===== src/rtl/cpu_defines.svh =====
/*
   Machine widths, memory depths, opcodes and control select codes
*/
`ifndef CPU_DEFINES_SVH
`define CPU_DEFINES_SVH

// Word and register index widths
`define DATA_WIDTH      16
`define REG_ADDR_WIDTH  3

// Word-address widths of the two memories
`define IMEM_ADDR_WIDTH 8
`define DMEM_ADDR_WIDTH 8

// Opcodes, instruction bits 15:11
`define OP_HALT   5'b00000
`define OP_NOP    5'b00001
`define OP_J      5'b00100
`define OP_ADDI   5'b01000
`define OP_SUBI   5'b01001
`define OP_XORI   5'b01010
`define OP_ANDNI  5'b01011
`define OP_BEQZ   5'b01100
`define OP_BNEZ   5'b01101
`define OP_ST     5'b10000
`define OP_LD     5'b10001
`define OP_SLBI   5'b10010
`define OP_LBI    5'b11000
`define OP_RTYPE  5'b11011

// ALU operation select
`define ALU_ADD   3'd0
`define ALU_XOR   3'd1
`define ALU_AND   3'd2
`define ALU_PASSB 3'd3
`define ALU_SLBI  3'd4

// B operand source
`define BSRC_REG   2'd0
`define BSRC_SEXT5 2'd1
`define BSRC_ZEXT5 2'd2
`define BSRC_SEXT8 2'd3

// Destination register select
`define DST_RD_R 2'd0
`define DST_RD_I 2'd1
`define DST_RS   2'd2

`endif


===== src/rtl/cpuPkg.sv =====
/*
   Shared types: the instruction word and its four field layouts
*/
`include "cpu_defines.svh"

package cpuPkg;

   // One 16-bit word, read through whichever layout the opcode calls for
   typedef union packed {
      // Register to register ALU ops
      struct packed {
         logic [4:0]                 opcode;
         logic [`REG_ADDR_WIDTH-1:0] rs;
         logic [`REG_ADDR_WIDTH-1:0] rt;
         logic [`REG_ADDR_WIDTH-1:0] rd;
         logic [1:0]                 func;
      } rFmt;
      // 5-bit immediate ops, loads and stores
      struct packed {
         logic [4:0]                 opcode;
         logic [`REG_ADDR_WIDTH-1:0] rs;
         logic [`REG_ADDR_WIDTH-1:0] rd;
         logic [4:0]                 imm;
      } i1Fmt;
      // 8-bit immediate: LBI, SLBI, branches
      struct packed {
         logic [4:0]                 opcode;
         logic [`REG_ADDR_WIDTH-1:0] rs;
         logic [7:0]                 imm;
      } i2Fmt;
      // Jump with 11-bit byte displacement
      struct packed {
         logic [4:0]  opcode;
         logic [10:0] disp;
      } jFmt;
   } instrWord;

endpackage


===== src/rtl/ctrlIf.sv =====
/*
   Decoded control levels from the decoder to the datapath blocks
*/
`timescale 1ns/1ps
`include "cpu_defines.svh"

interface ctrlIf;

   // Register file and writeback
   logic       regWrt;
   logic [1:0] regDst;
   // 0 picks the ALU result, 1 the load data
   logic       regSrc;

   // ALU
   logic [1:0] bSrc;
   logic [2:0] aluOpr;
   logic       invA;
   logic       invB;
   logic       cin;

   // Data memory
   logic       memWrt;
   logic       memRd;

   // Program counter, brType high means branch on nonzero
   logic       isBranch;
   logic       brType;
   logic       isJump;

   // Sequencer
   logic       halt;

   modport decoder (output regWrt, regDst, regSrc, bSrc, aluOpr, invA, invB, cin,
                    memWrt, memRd, isBranch, brType, isJump, halt);
   modport datapath (input regWrt, regDst, regSrc, bSrc, aluOpr, invA, invB, cin,
                     memWrt, memRd, isBranch, brType, isJump, halt);

endinterface


===== src/rtl/progCounter.sv =====
/*
   Program counter with sequential, branch and jump updates
*/
`timescale 1ns/1ps
`include "cpu_defines.svh"

module progCounter import cpuPkg::*; (
   input  logic                   clk,
   input  logic                   reset,
   input  logic                   wbStep,
   input  instrWord               instr,
   input  logic                   aZero,
   ctrlIf.datapath                ctrl,
   output logic [`DATA_WIDTH-1:0] pc
);

   logic [`DATA_WIDTH-1:0] pcInc;
   logic [`DATA_WIDTH-1:0] brOff;
   logic [`DATA_WIDTH-1:0] jOff;
   logic [`DATA_WIDTH-1:0] pcNext;
   logic                   brTaken;

   // Byte offsets relative to the next instruction
   assign pcInc = pc + `DATA_WIDTH'(2);
   assign brOff = {{(`DATA_WIDTH-8){instr.i2Fmt.imm[7]}}, instr.i2Fmt.imm};
   assign jOff  = {{(`DATA_WIDTH-11){instr.jFmt.disp[10]}}, instr.jFmt.disp};

   // brType low branches on rs == 0
   assign brTaken = ctrl.isBranch & (ctrl.brType ? ~aZero : aZero);

   always_comb begin
      if (ctrl.isJump) begin
         pcNext = pcInc + jOff;
      end else if (brTaken) begin
         pcNext = pcInc + brOff;
      end else begin
         pcNext = pcInc;
      end
   end

   // PC moves once per instruction, in writeback
   always_ff @(posedge clk) begin
      if (reset) begin
         pc <= '0;
      end else if (wbStep) begin
         pc <= pcNext;
      end
   end

endmodule


===== src/flat_wrapper.sv =====
// flat-port wrapper written by rule: the top's interface ports become plain ports
module progCounter_flat import cpuPkg::*;
  (clk, reset, wbStep, instr, aZero, pc, ctrl_regWrt, ctrl_regDst, ctrl_regSrc, ctrl_bSrc, ctrl_aluOpr, ctrl_invA, ctrl_invB, ctrl_cin, ctrl_memWrt, ctrl_memRd, ctrl_isBranch, ctrl_brType, ctrl_isJump, ctrl_halt);
  ctrlIf ctrl_i ();
  input  logic clk;
  input  logic reset;
  input  logic wbStep;
  input  instrWord instr;
  input  logic aZero;
  output logic [`DATA_WIDTH-1:0] pc;
  input wire logic [$bits(ctrl_i.regWrt)-1:0] ctrl_regWrt;
  input wire logic [$bits(ctrl_i.regDst)-1:0] ctrl_regDst;
  input wire logic [$bits(ctrl_i.regSrc)-1:0] ctrl_regSrc;
  input wire logic [$bits(ctrl_i.bSrc)-1:0] ctrl_bSrc;
  input wire logic [$bits(ctrl_i.aluOpr)-1:0] ctrl_aluOpr;
  input wire logic [$bits(ctrl_i.invA)-1:0] ctrl_invA;
  input wire logic [$bits(ctrl_i.invB)-1:0] ctrl_invB;
  input wire logic [$bits(ctrl_i.cin)-1:0] ctrl_cin;
  input wire logic [$bits(ctrl_i.memWrt)-1:0] ctrl_memWrt;
  input wire logic [$bits(ctrl_i.memRd)-1:0] ctrl_memRd;
  input wire logic [$bits(ctrl_i.isBranch)-1:0] ctrl_isBranch;
  input wire logic [$bits(ctrl_i.brType)-1:0] ctrl_brType;
  input wire logic [$bits(ctrl_i.isJump)-1:0] ctrl_isJump;
  input wire logic [$bits(ctrl_i.halt)-1:0] ctrl_halt;
  assign ctrl_i.regWrt = ctrl_regWrt;
  assign ctrl_i.regDst = ctrl_regDst;
  assign ctrl_i.regSrc = ctrl_regSrc;
  assign ctrl_i.bSrc = ctrl_bSrc;
  assign ctrl_i.aluOpr = ctrl_aluOpr;
  assign ctrl_i.invA = ctrl_invA;
  assign ctrl_i.invB = ctrl_invB;
  assign ctrl_i.cin = ctrl_cin;
  assign ctrl_i.memWrt = ctrl_memWrt;
  assign ctrl_i.memRd = ctrl_memRd;
  assign ctrl_i.isBranch = ctrl_isBranch;
  assign ctrl_i.brType = ctrl_brType;
  assign ctrl_i.isJump = ctrl_isJump;
  assign ctrl_i.halt = ctrl_halt;
  progCounter u_core (.clk(clk), .reset(reset), .wbStep(wbStep), .instr(instr), .aZero(aZero), .ctrl(ctrl_i), .pc(pc));
endmodule

===== config.mk =====
export PLATFORM = sky130hd
export DESIGN_NAME = progCounter_flat
export DESIGN_NICKNAME = d
export VERILOG_FILES = /design/src/rtl/cpuPkg.sv /design/src/rtl/ctrlIf.sv /design/src/rtl/progCounter.sv /design/src/flat_wrapper.sv
export VERILOG_INCLUDE_DIRS = /design/src /design/src/rtl
export SDC_FILE = /design/constraint.sdc
export NUM_CORES = 1
export LEC_CHECK = 0
export BUFFER_PORTS_ARGS = -buffer_cell sky130_fd_sc_hd__buf_2
export CORE_MARGIN = 3
export CORE_UTILIZATION = 30
export CTS_BUF_LIST = sky130_fd_sc_hd__clkbuf_16
export DETAILED_ROUTE_END_ITERATION = 10
export MAX_ROUTING_LAYER = met4
export PLACE_DENSITY = 0.59
export SYNTH_ARGS = -nofsm -noshare
export SYNTH_HDL_FRONTEND = slang
export SYNTH_SLANG_ARGS = --single-unit
export TNS_END_PERCENT = 10

===== constraint.sdc =====
create_clock -name clk -period 6.2 [get_ports clk]
set_clock_uncertainty 0.2 [all_clocks]
set_input_delay 0.31 -clock clk [delete_from_list [all_inputs] [get_ports clk]]
set_output_delay 0.31 -clock clk [all_outputs]
set_load 0.1 [all_outputs]

==> impl_results.md, run 1 <==
- Number of detailed-route iterations in the first pass: 4
- Detail-routed net length per standard cell: 15.0 um
- Max FFs per register: 16
- Clock tree buffer depth: 2
- Startpoint kind of the worst setup timing path: flop
- Via count of the first global-routing pass: 2160
- Vertical die dimension: 92.7 um
- Leading post-synthesis cells by cell area: sky130_fd_sc_hd__ha_1 14%, sky130_fd_sc_hd__dfxtp_1 14%, sky130_fd_sc_hd__xnor2_1 8.1%, sky130_fd_sc_hd__nand2_1 5.7%, sky130_fd_sc_hd__nor2_1 5.2%
- Endpoint kind of the worst setup timing path: flop
- Share of synthesized area spent on multiplexers: 3.82%
- Synth Area per Inst: 7.50 um^2
- Critical path's slowest cell: sky130_fd_sc_hd__dfxtp_1
- Placement row count: 30
- Final global-route overflow total: 0
- Worst setup slack after placement: 2.16 ns
- List of cells traversed by the critical path: and4_4 -> and3_4 -> and4_4 -> nand2_1 -> xnor2_1 -> ha_1 -> a21o_1 -> or3_1 -> a31oi_1 -> a2bb2oi_1 -> mux2i_1 -> xor2_1 -> o21a_1 -> o221a_2
- Outcome: completed
- First-pass GRT wire length: 10.5 mm
- Number of max-slew violations in the final report: 0
- Compound-cell area share of the yosys netlist: 28.1%
- Share of the synthesized netlist area taken by xor and xnor gates: 10.9%
- Die ar.: 8600 um^2
- Clock buffer count from CTS: 3
- Fraction of registers with async set/reset: 0%
- Core Util, Final: 36.5%
- Largest registers: u_core.pc: 16 flops
- Die width: 92.7 um
- Residual DRC count: 0
- Post-Synthesis Net Count: 366
- Total GRT Usage: 15.1%
- Number of warnings reported in the yosys synthesis log: 0
- Count of antenna diodes in the layout: 0
- Area of the placeable core: 7060 um^2
- Fraction of the yosys area taken by sequential cells: 14.2%
- Basic-gate share of the synthesized area counting and, or, nand and nor cells: 24.3%
- RePlAce Congestion: 0.881
- Setup TNS after final layout: 0 ns
- Count of nets after finishing: 395
- Final worst setup slack: 2.13 ns
- Number of setup buffers added after CTS: 0
- Power density normalized to cell area: 234 nW/um^2
- Post-layout minimum cycle time: 4.07 ns
- Clock root buffer: sky130_fd_sc_hd__clkbuf_16
- Final worst-path cycle share: 65.7%
- Depth of the CTS H-tree: 1
- Most frequent cell on the critical path: sky130_fd_sc_hd__and4_4
- Top cell type's share of synthesized area: 14.4%
- PortBufs: 33
- Post-synthesis instance area: 2260 um^2
- Startpoint-to-endpoint class of the critical path: reg2reg
- Initial Util: 32.0%
- Worst IR Drop VDD: 83.7 uV
- Total via count in the routed design: 2296
- Count of max-cap constraint violations: 0
- Synth Register Bits: 16
- Number of buffers inserted by hold repair at cts: 0
- CTS tree: built
- Library cell with the largest summed area after synthesis: sky130_fd_sc_hd__ha_1
- Worst hold slack across all endpoints: 0.269 ns
- Initial antenna violation count: 0
- Top-Level Pins: 54
- Adder and majority gate portion of the synthesized area: 15.3%
- Unique masters post-synth: 58
- Min-delay worst type: in2reg
- Data arrival time of the critical path: 4.01 ns
- Source-to-sink clock delay at the later pin of the worst-skew pair: 0.25 ns
- Max frequency: 0.246 GHz
- Crit path required time: 6.14 ns
- Clock transition time at the flip-flop clock pins of the worst setup and hold paths: 0.05 ns
- Static leakage power: 1.13 nW
- Setup repair after global routing missed its margin: false
- Post-cts gate resize count: 0
- Post-synthesis to final-layout area growth: 14.0%
- ANT nets after route: 0
- Number of violations reported at the end of detailed-routing iteration 0: 86
- Cell with the most instances after synthesis: sky130_fd_sc_hd__nand2_1
- Worst max-slew margin expressed relative to the limit: 30.1%
- Largest net degree at the start of global routing: 28
- Detailed placer's ending HPWL: 4.91 mm
- Endpoints failing setup: 0
- Largest family of logic cells by synthesized area: compound AO/OA/AOI/OAI gates
- Mean number of vias per cell: 5.40
- Most used flip-flop cell after synthesis: sky130_fd_sc_hd__dfxtp_1
- Post-layout total power: 0.602 mW
- Final hold violations: 0
- Internal reg-to-reg setup slack: 2.13 ns
- Pin slew with the least headroom to its limit: 1.05 ns
- Leading post-synthesis cells by instance count: 34 x sky130_fd_sc_hd__nand2_1, 31 x sky130_fd_sc_hd__nor2_1, 26 x sky130_fd_sc_hd__ha_1
- Wirelength, routed: 6.39 mm
- Gate count after technology mapping: 301
- Crit-path max FO: 8
- Register with the most flip-flops: u_core.pc
- EDFF count, synth: 0
- CP max stage delay: 0.47 ns
- Share of cells above drive strength 1: 14.6%
- Total number of clock tree sinks: 16
final timing paths:
check	end	depth (start not counted)	from
setup / recovery	u_core.pc[15]	14	u_core.pc[3]
hold / removal	u_core.pc[0]	4	instr[0]
setup reg to reg	u_core.pc[15]	14	u_core.pc[3]
hold reg to reg	u_core.pc[0]	2	u_core.pc[0]
report_power, final:
group	leakage, nW	switching, mW	total [mW]	internal (mW)
Sequential	0.132	0.0166	0.131	0.114
Combinational	0.960	0.225	0.341	0.116
Clock	0.0385	0.0449	0.131	0.0858
Total	1.13	0.287	0.602	0.315
critical path, delay by kind of cell, from the launching register on:
kind | cells | cell delay, ns
AOI/OAI and AO/OA | 5 | 1.06
adders and majority gates | 1 | 0.39
and+or+nand+nor | 5 | 1.13
DFF | 1 | 0.47
xor gates and xnor gates | 2 | 0.48
muxes | 1 | 0.25
placed cells by master, fill, tap and decap left out, types with 9 or more instances in the layout:
cell type	netlist	final
sky130_fd_sc_hd__a21oi_1	21	21
sky130_fd_sc_hd__buf_2	1	33
sky130_fd_sc_hd__dfxtp_1	16	16
sky130_fd_sc_hd__ha_1	26	26
sky130_fd_sc_hd__nand2_1	34	34
sky130_fd_sc_hd__nand3_1	9	9
sky130_fd_sc_hd__nor2_1	31	31
sky130_fd_sc_hd__o21ai_0	19	19
sky130_fd_sc_hd__xnor2_1	21	21
layer usage:
layer	track usage (%)	share of wire (%)	up-vias
met5	-	0	-
met3	1.22	3.8	2
met2	25.4	47	46
met4	2.44	0.38	0
li1	-	-	1180
met1	20.1	49	1068
final cells by class:
class / count / area (um^2)
well taps: 96 / 120
inverters: 8 / 30.0
clock buffers: 3 / 75.1
clock inverters: 1 / 3.75
repair buffers: 33 / 165
flip-flops and latches: 16 / 320
multi-input cells: 268 / 1860
fillers: 777 / 4480
cells by family (layout without fill, tap and decap cells):
group | count (synthesis) | in the layout
XOR/XNOR | 28 | 28
AO/OA/AOI/OAI | 92 | 92
buffers and inverters | 17 | 45
AND/OR/NAND/NOR | 113 | 113
adder cells (fa/ha/maj) | 27 | 27
multiplexers | 8 | 8
flip-flops | 16 | 16
through the flow:
| stage | cells | instance area [um^2] |
|---|---|---|
| floorplan | 301 | 2260 |
| global placement | 421 | 2490 |
| detailed placement | 421 | 2490 |
| CTS | 425 | 2570 |
| global route | 425 | 2570 |
| finish | 425 | 2570 |
Power figures use the tool's default switching activity.
==> run 2, diff against run 1 <==
--- a/config.mk
+++ b/config.mk
@@ -12,7 +12,7 @@
 export CTS_BUF_LIST = sky130_fd_sc_hd__clkbuf_16
 export DETAILED_ROUTE_END_ITERATION = 10
 export MAX_ROUTING_LAYER = met4
-export PLACE_DENSITY = 0.59
+export PLACE_DENSITY = 0.61
 export SYNTH_ARGS = -nofsm -noshare
 export SYNTH_HDL_FRONTEND = slang
 export SYNTH_SLANG_ARGS = --single-unit
==> constraint.sdc (replaced) <==
create_clock -name clk -period 3.5 [get_ports clk]
set_clock_uncertainty 0.2 [all_clocks]
set_input_delay 0.175 -clock clk [delete_from_list [all_inputs] [get_ports clk]]
set_output_delay 0.175 -clock clk [all_outputs]
set_load 0.1 [all_outputs]
==> impl_results.md, run 2 (same netlist as run 1, synthesis figures left out) <==
- Placement row count: 30
- Detailed placer's ending HPWL: 5.15 mm
- Final global-route overflow total: 0
- Count of max-cap constraint violations: 0
- Min-delay worst type: in2reg
- Area occupied by multi-input gates: 1960 um^2
- Pin slew with the least headroom to its limit: 0.515 ns
- CTS tree: built
- Violated checks: negative setup slack
- Final worst setup slack: -0.00359 ns
- Clock buffer count from CTS: 3
- Worst max-slew margin expressed relative to the limit: 65.7%
- Reg area: 344 um^2
- Share of cells above drive strength 1: 28.6%
- Depth of the CTS H-tree: 1
- Startpoint kind of the worst setup timing path: flop
- Endpoints failing setup: 1
- Total GRT Usage: 16.6%
- Final hold violations: 0
- Static leakage power: 1.33 nW
- Register with the most flip-flops: u_core.pc
- Max frequency: 0.285 GHz
- Via count of the first global-routing pass: 2321
- Number of buffers inserted by hold repair at cts: 0
- Clock root buffer: sky130_fd_sc_hd__clkbuf_16
- Initial antenna violation count: 0
- Area of the placeable core: 7060 um^2
- Setup repair after global routing missed its margin: true
- Source-to-sink clock delay at the later pin of the worst-skew pair: 0.25 ns
- Largest registers: u_core.pc: 16 flops
- Top-Level Pins: 54
- Clock transition time at the flip-flop clock pins of the worst setup and hold paths: 0.05 ns
- Initial Util: 32.0%
- Wirelength, routed: 6.78 mm
- Die width: 92.7 um
- Total number of clock tree sinks: 16
- Crit-path max FO: 2
- Crit path required time: 3.44 ns
- Clock tree buffer depth: 2
- ANT nets after route: 0
- Worst IR Drop VDD: 151 uV
- Total via count in the routed design: 2479
- FF-to-FF path depth: 14
- Startpoint-to-endpoint class of the critical path: reg2reg
- Power density normalized to cell area: 389 nW/um^2
- Max FFs per register: 16
- Data arrival time of the critical path: 3.45 ns
- Detail-routed net length per standard cell: 15.0 um
- Count of nets after finishing: 423
- RePlAce Congestion: 0.905
- Commonest cells after routing, fill and taps aside: 33 x sky130_fd_sc_hd__nand2_1, 33 x sky130_fd_sc_hd__buf_2, 31 x sky130_fd_sc_hd__nor2_1, 27 x sky130_fd_sc_hd__buf_4, 22 x sky130_fd_sc_hd__ha_1
- Filler Cell Count: 756
- Largest net degree at the start of global routing: 28
- Count of antenna diodes in the layout: 0
- First-pass GRT wire length: 11.4 mm
- Post-layout total power: 1.13 mW
- Number of violations reported at the end of detailed-routing iteration 0: 103
- Final worst-path cycle share: 100%
- Hold Path Depth: 4
- Outcome: complete, but fails checks
- Number of max-slew violations in the final report: 0
- Post-synthesis to final-layout area growth: 29.0%
- PortBufs: 33
- Vertical die dimension: 92.7 um
- Mean number of vias per cell: 5.47
- Endpoint kind of the worst setup timing path: flop
- Post-layout minimum cycle time: 3.50 ns
- Number of detailed-route iterations in the first pass: 4
- Residual DRC count: 0
- Die ar.: 8600 um^2
- Core Util, Final: 41.3%
==> run 2: cell type report <==
class | instances | area share, %
well taps | 96 | 4.13
multi-input cells | 268 | 67.3
repair buffers | 61 | 13.0
clock inverters | 1 | 0.129
flip-flops and latches | 16 | 11.8
inverters | 8 | 1.03
clock buffers | 3 | 2.58
==> run 2: worst paths after layout <==
check                from       endpoint  slack (ns)
max          u_core.pc[4]  u_core.pc[15]      -0.004
min              instr[0]   u_core.pc[0]        0.14
max reg2reg  u_core.pc[4]  u_core.pc[15]      -0.004
min reg2reg  u_core.pc[0]   u_core.pc[0]        0.30
==> run 2: where the power goes <==
part / total [mW] / internal, mW / switching (mW)
registers: 0.230 / 0.205 / 0.0248
logic: 0.669 / 0.245 / 0.424
clock network: 0.233 / 0.152 / 0.0811
total: 1.13 / 0.602 / 0.530
==> run 2: timing repair <==
action,4_1_cts,5_1_grt
buffers inserted,2,1
endpoints found under the setup margin,1,6
resized for setup,6,13
hold endpoints to repair,0,0
pin swaps,7,11
==> run 2: through the flow <==
step	setup TNS [ns]	std cells	hold WS (ns)	instance area [um^2]	setup slack, ns
after detailed placement	-0.0711	446	0.288	2710	-0.0711
after global placement	-0.0288	446	0.280	2710	-0.0288
after floorplan	-0.259	301	0.257	2280	-0.259
after global routing	-0.183	453	0.161	2910	-0.150
after CTS	-0.0189	452	0.134	2840	-0.0189
final	-0.00359	453	0.136	2910	-0.00359
==> run 2: per-layer routing <==
layer	up-vias	global-route usage [%]	part of all wire (%)
met5	-	-	0
met4	0	4.27	1.4
met3	10	1.46	5.0
met2	69	26.7	46
met1	1156	22.6	48
li1	1244	-	-
==> run 2: critical path, stage by stage, from the launching register on <==
cell                        delay [ns]
sky130_fd_sc_hd__dfxtp_4          0.34
sky130_fd_sc_hd__and4_4           0.22
sky130_fd_sc_hd__and3_4           0.17
sky130_fd_sc_hd__and4_4           0.23
sky130_fd_sc_hd__nand2_4          0.07
sky130_fd_sc_hd__xnor2_4          0.21
sky130_fd_sc_hd__ha_4             0.23
sky130_fd_sc_hd__a21o_1           0.19
sky130_fd_sc_hd__or3_1            0.38
sky130_fd_sc_hd__a31oi_2          0.17
sky130_fd_sc_hd__a2bb2oi_2        0.16
sky130_fd_sc_hd__mux2i_1          0.27
sky130_fd_sc_hd__xor2_1           0.13
sky130_fd_sc_hd__o21a_1           0.18
sky130_fd_sc_hd__o221a_2          0.26
==> run 3, diff against run 2 <==
--- a/config.mk
+++ b/config.mk
@@ -11,8 +11,7 @@
 export CORE_UTILIZATION = 30
 export CTS_BUF_LIST = sky130_fd_sc_hd__clkbuf_16
 export DETAILED_ROUTE_END_ITERATION = 10
-export MAX_ROUTING_LAYER = met4
-export PLACE_DENSITY = 0.61
+export PLACE_DENSITY = 0.6
 export SYNTH_ARGS = -nofsm -noshare
 export SYNTH_HDL_FRONTEND = slang
 export SYNTH_SLANG_ARGS = --single-unit
==> impl_results.md, run 3 (same netlist as run 1, synthesis figures left out) <==
- Outcome: complete, but fails checks
- Violated checks: negative setup slack
- Commonest cells after routing, fill and taps aside: 33 x sky130_fd_sc_hd__nand2_1, 33 x sky130_fd_sc_hd__buf_2, 33 x sky130_fd_sc_hd__buf_4, 31 x sky130_fd_sc_hd__nor2_1, 22 x sky130_fd_sc_hd__ha_1
- Crit-path max FO: 2
- Depth of the CTS H-tree: 1
- Placement row count: 30
- Worst max-slew margin expressed relative to the limit: 29.2%
- Via count of the first global-routing pass: 2365
- Register with the most flip-flops: u_core.pc
- Final worst setup slack: -0.0405 ns
- Mean number of vias per cell: 5.34
- Final global-route overflow total: 0
- Power density normalized to cell area: 386 nW/um^2
- Total via count in the routed design: 2452
- Endpoint kind of the worst setup timing path: flop
- Count of antenna diodes in the layout: 0
- Detail-routed net length per standard cell: 14.7 um
- Post-route insts no fill: 459
- Count of nets after finishing: 429
- Number of cells after detailed placement: 450
- Setup repair after global routing missed its margin: true
- Min-delay worst type: in2reg
- Total GRT Usage: 15.7%
- Initial Util: 32.0%
- Die ar.: 8600 um^2
- Die width: 92.7 um
- Max FFs per register: 16
- Post-layout total power: 1.14 mW
- Initial antenna violation count: 0
- Source-to-sink clock delay at the later pin of the worst-skew pair: 0.25 ns
- Largest net degree at the start of global routing: 28
- Wirelength, routed: 6.74 mm
- Endpoints failing setup: 1
- Met3 usage: 1.30%
- Crit path required time: 3.44 ns
- Final hold violations: 0
- Area occupied by multi-input gates: 1950 um^2
- First-pass GRT wire length: 11.1 mm
- Post-layout minimum cycle time: 3.54 ns
- Number of violations reported at the end of detailed-routing iteration 0: 93
- Vertical die dimension: 92.7 um
- Data arrival time of the critical path: 3.48 ns
- Top-Level Pins: 54
- Largest registers: u_core.pc: 16 flops
- Filler Cell Count: 748
- PortBufs: 33
- CTS tree: built
- Total number of clock tree sinks: 16
- Static leakage power: 1.35 nW
- Final worst-path cycle share: 101%
- Area of the placeable core: 7060 um^2
- Clock transition time at the flip-flop clock pins of the worst setup and hold paths: 0.05 ns
- Number of max-slew violations in the final report: 0
- RePlAce Congestion: 0.911
- Clock tree buffer depth: 2
- ANT nets after route: 0
- M2 GR Usage: 26.5%
- Max frequency: 0.282 GHz
- Reg area: 344 um^2
- Residual DRC count: 0
- Detailed placer's ending HPWL: 5.25 mm
- Clock buffer count from CTS: 3
- Count of max-cap constraint violations: 0
- Clock root buffer: sky130_fd_sc_hd__clkbuf_16
- Peak-usage layer in the global routing report: met2
- Post-synthesis to final-layout area growth: 30.8%
- Startpoint-to-endpoint class of the critical path: reg2reg
- Startpoint kind of the worst setup timing path: flop
- Pin slew with the least headroom to its limit: 1.06 ns
- Number of detailed-route iterations in the first pass: 4
- GRT met1 Usage: 21.6%
- Worst IR Drop VDD: 167 uV
- Share of cells above drive strength 1: 29.2%
## run 3: changes by cell type in the layout (fill, tap and decap cells not counted)
| cell | delta |
|---|---|
| sky130_fd_sc_hd__buf_4 | +6 |
| sky130_fd_sc_hd__a2111oi_0 | +1 |
| sky130_fd_sc_hd__a2111oi_1 | -1 |
| sky130_fd_sc_hd__a31oi_1 | +1 |
| sky130_fd_sc_hd__a31oi_2 | -1 |
| sky130_fd_sc_hd__ha_2 | -1 |
| sky130_fd_sc_hd__ha_4 | +1 |
| sky130_fd_sc_hd__xnor2_1 | +1 |
| sky130_fd_sc_hd__xnor2_2 | -1 |
## run 3: per-stage QoR
step	utilization, %	area [um^2]	setup slack (ns)	hold WS, ns	TNS (ns)
floorplan	-	2280	-0.259	0.257	-0.259
global placement	38.8	2740	-0.0442	0.281	-0.0442
detailed placement	38.8	2740	-0.0835	0.292	-0.0835
CTS	40.6	2870	-0.00350	0.141	-0.00350
global route	41.8	2950	-0.143	0.162	-0.144
finish	41.8	2950	-0.0405	0.137	-0.0405
## run 3: per-layer routing
metal,vias to the layer above,wire (um)
met1,1140,3240
met5,-,0
met2,47,3150
met4,0,55
li1,1260,-
met3,5,285
## run 3: cell type report
cell class                      count  area share [%]
Inverter                            8            1.02
Clock inverter                      1           0.127
Clock buffer                        3            2.54
Sequential cell                    16            11.7
Timing Repair Buffer               67            14.4
Multi-Input combinational cell    268            66.2
Tap cell                           96            4.07
## run 3: what timing repair did
item	4_1_cts	5_1_grt
buffers inserted	2	3
gates resized for setup	6	10
endpoints found under the setup margin	1	4
pin swaps	6	9
hold buffers	0	0
## run 3: path summary, 6_finish.rpt
kind	depth (start not counted)	from	end	slack, ns
worst max-delay path	14	u_core.pc[4]	u_core.pc[15]	-0.04
worst min-delay path	4	instr[0]	u_core.pc[0]	0.14
worst max register to register	14	u_core.pc[4]	u_core.pc[15]	-0.04
worst min register to register	2	u_core.pc[0]	u_core.pc[0]	0.30
## run 3: worst max-delay path, cell delays in order, from the launching register on
cell	delay (ns)
sky130_fd_sc_hd__dfxtp_4	0.34
sky130_fd_sc_hd__and4_4	0.22
sky130_fd_sc_hd__and3_4	0.17
sky130_fd_sc_hd__and4_4	0.25
sky130_fd_sc_hd__nand2_4	0.07
sky130_fd_sc_hd__xnor2_4	0.21
sky130_fd_sc_hd__ha_4	0.23
sky130_fd_sc_hd__a21o_1	0.19
sky130_fd_sc_hd__or3_1	0.36
sky130_fd_sc_hd__a31oi_1	0.19
sky130_fd_sc_hd__a2bb2oi_2	0.17
sky130_fd_sc_hd__mux2i_1	0.27
sky130_fd_sc_hd__xor2_1	0.12
sky130_fd_sc_hd__o21a_1	0.18
sky130_fd_sc_hd__o221a_2	0.26
## run 3: where the power goes
group / internal, mW / leakage [nW] / switching (mW)
Sequential: 0.205 / 0.137 / 0.0243
Combinational: 0.256 / 1.18 / 0.424
Clock: 0.152 / 0.0385 / 0.0788
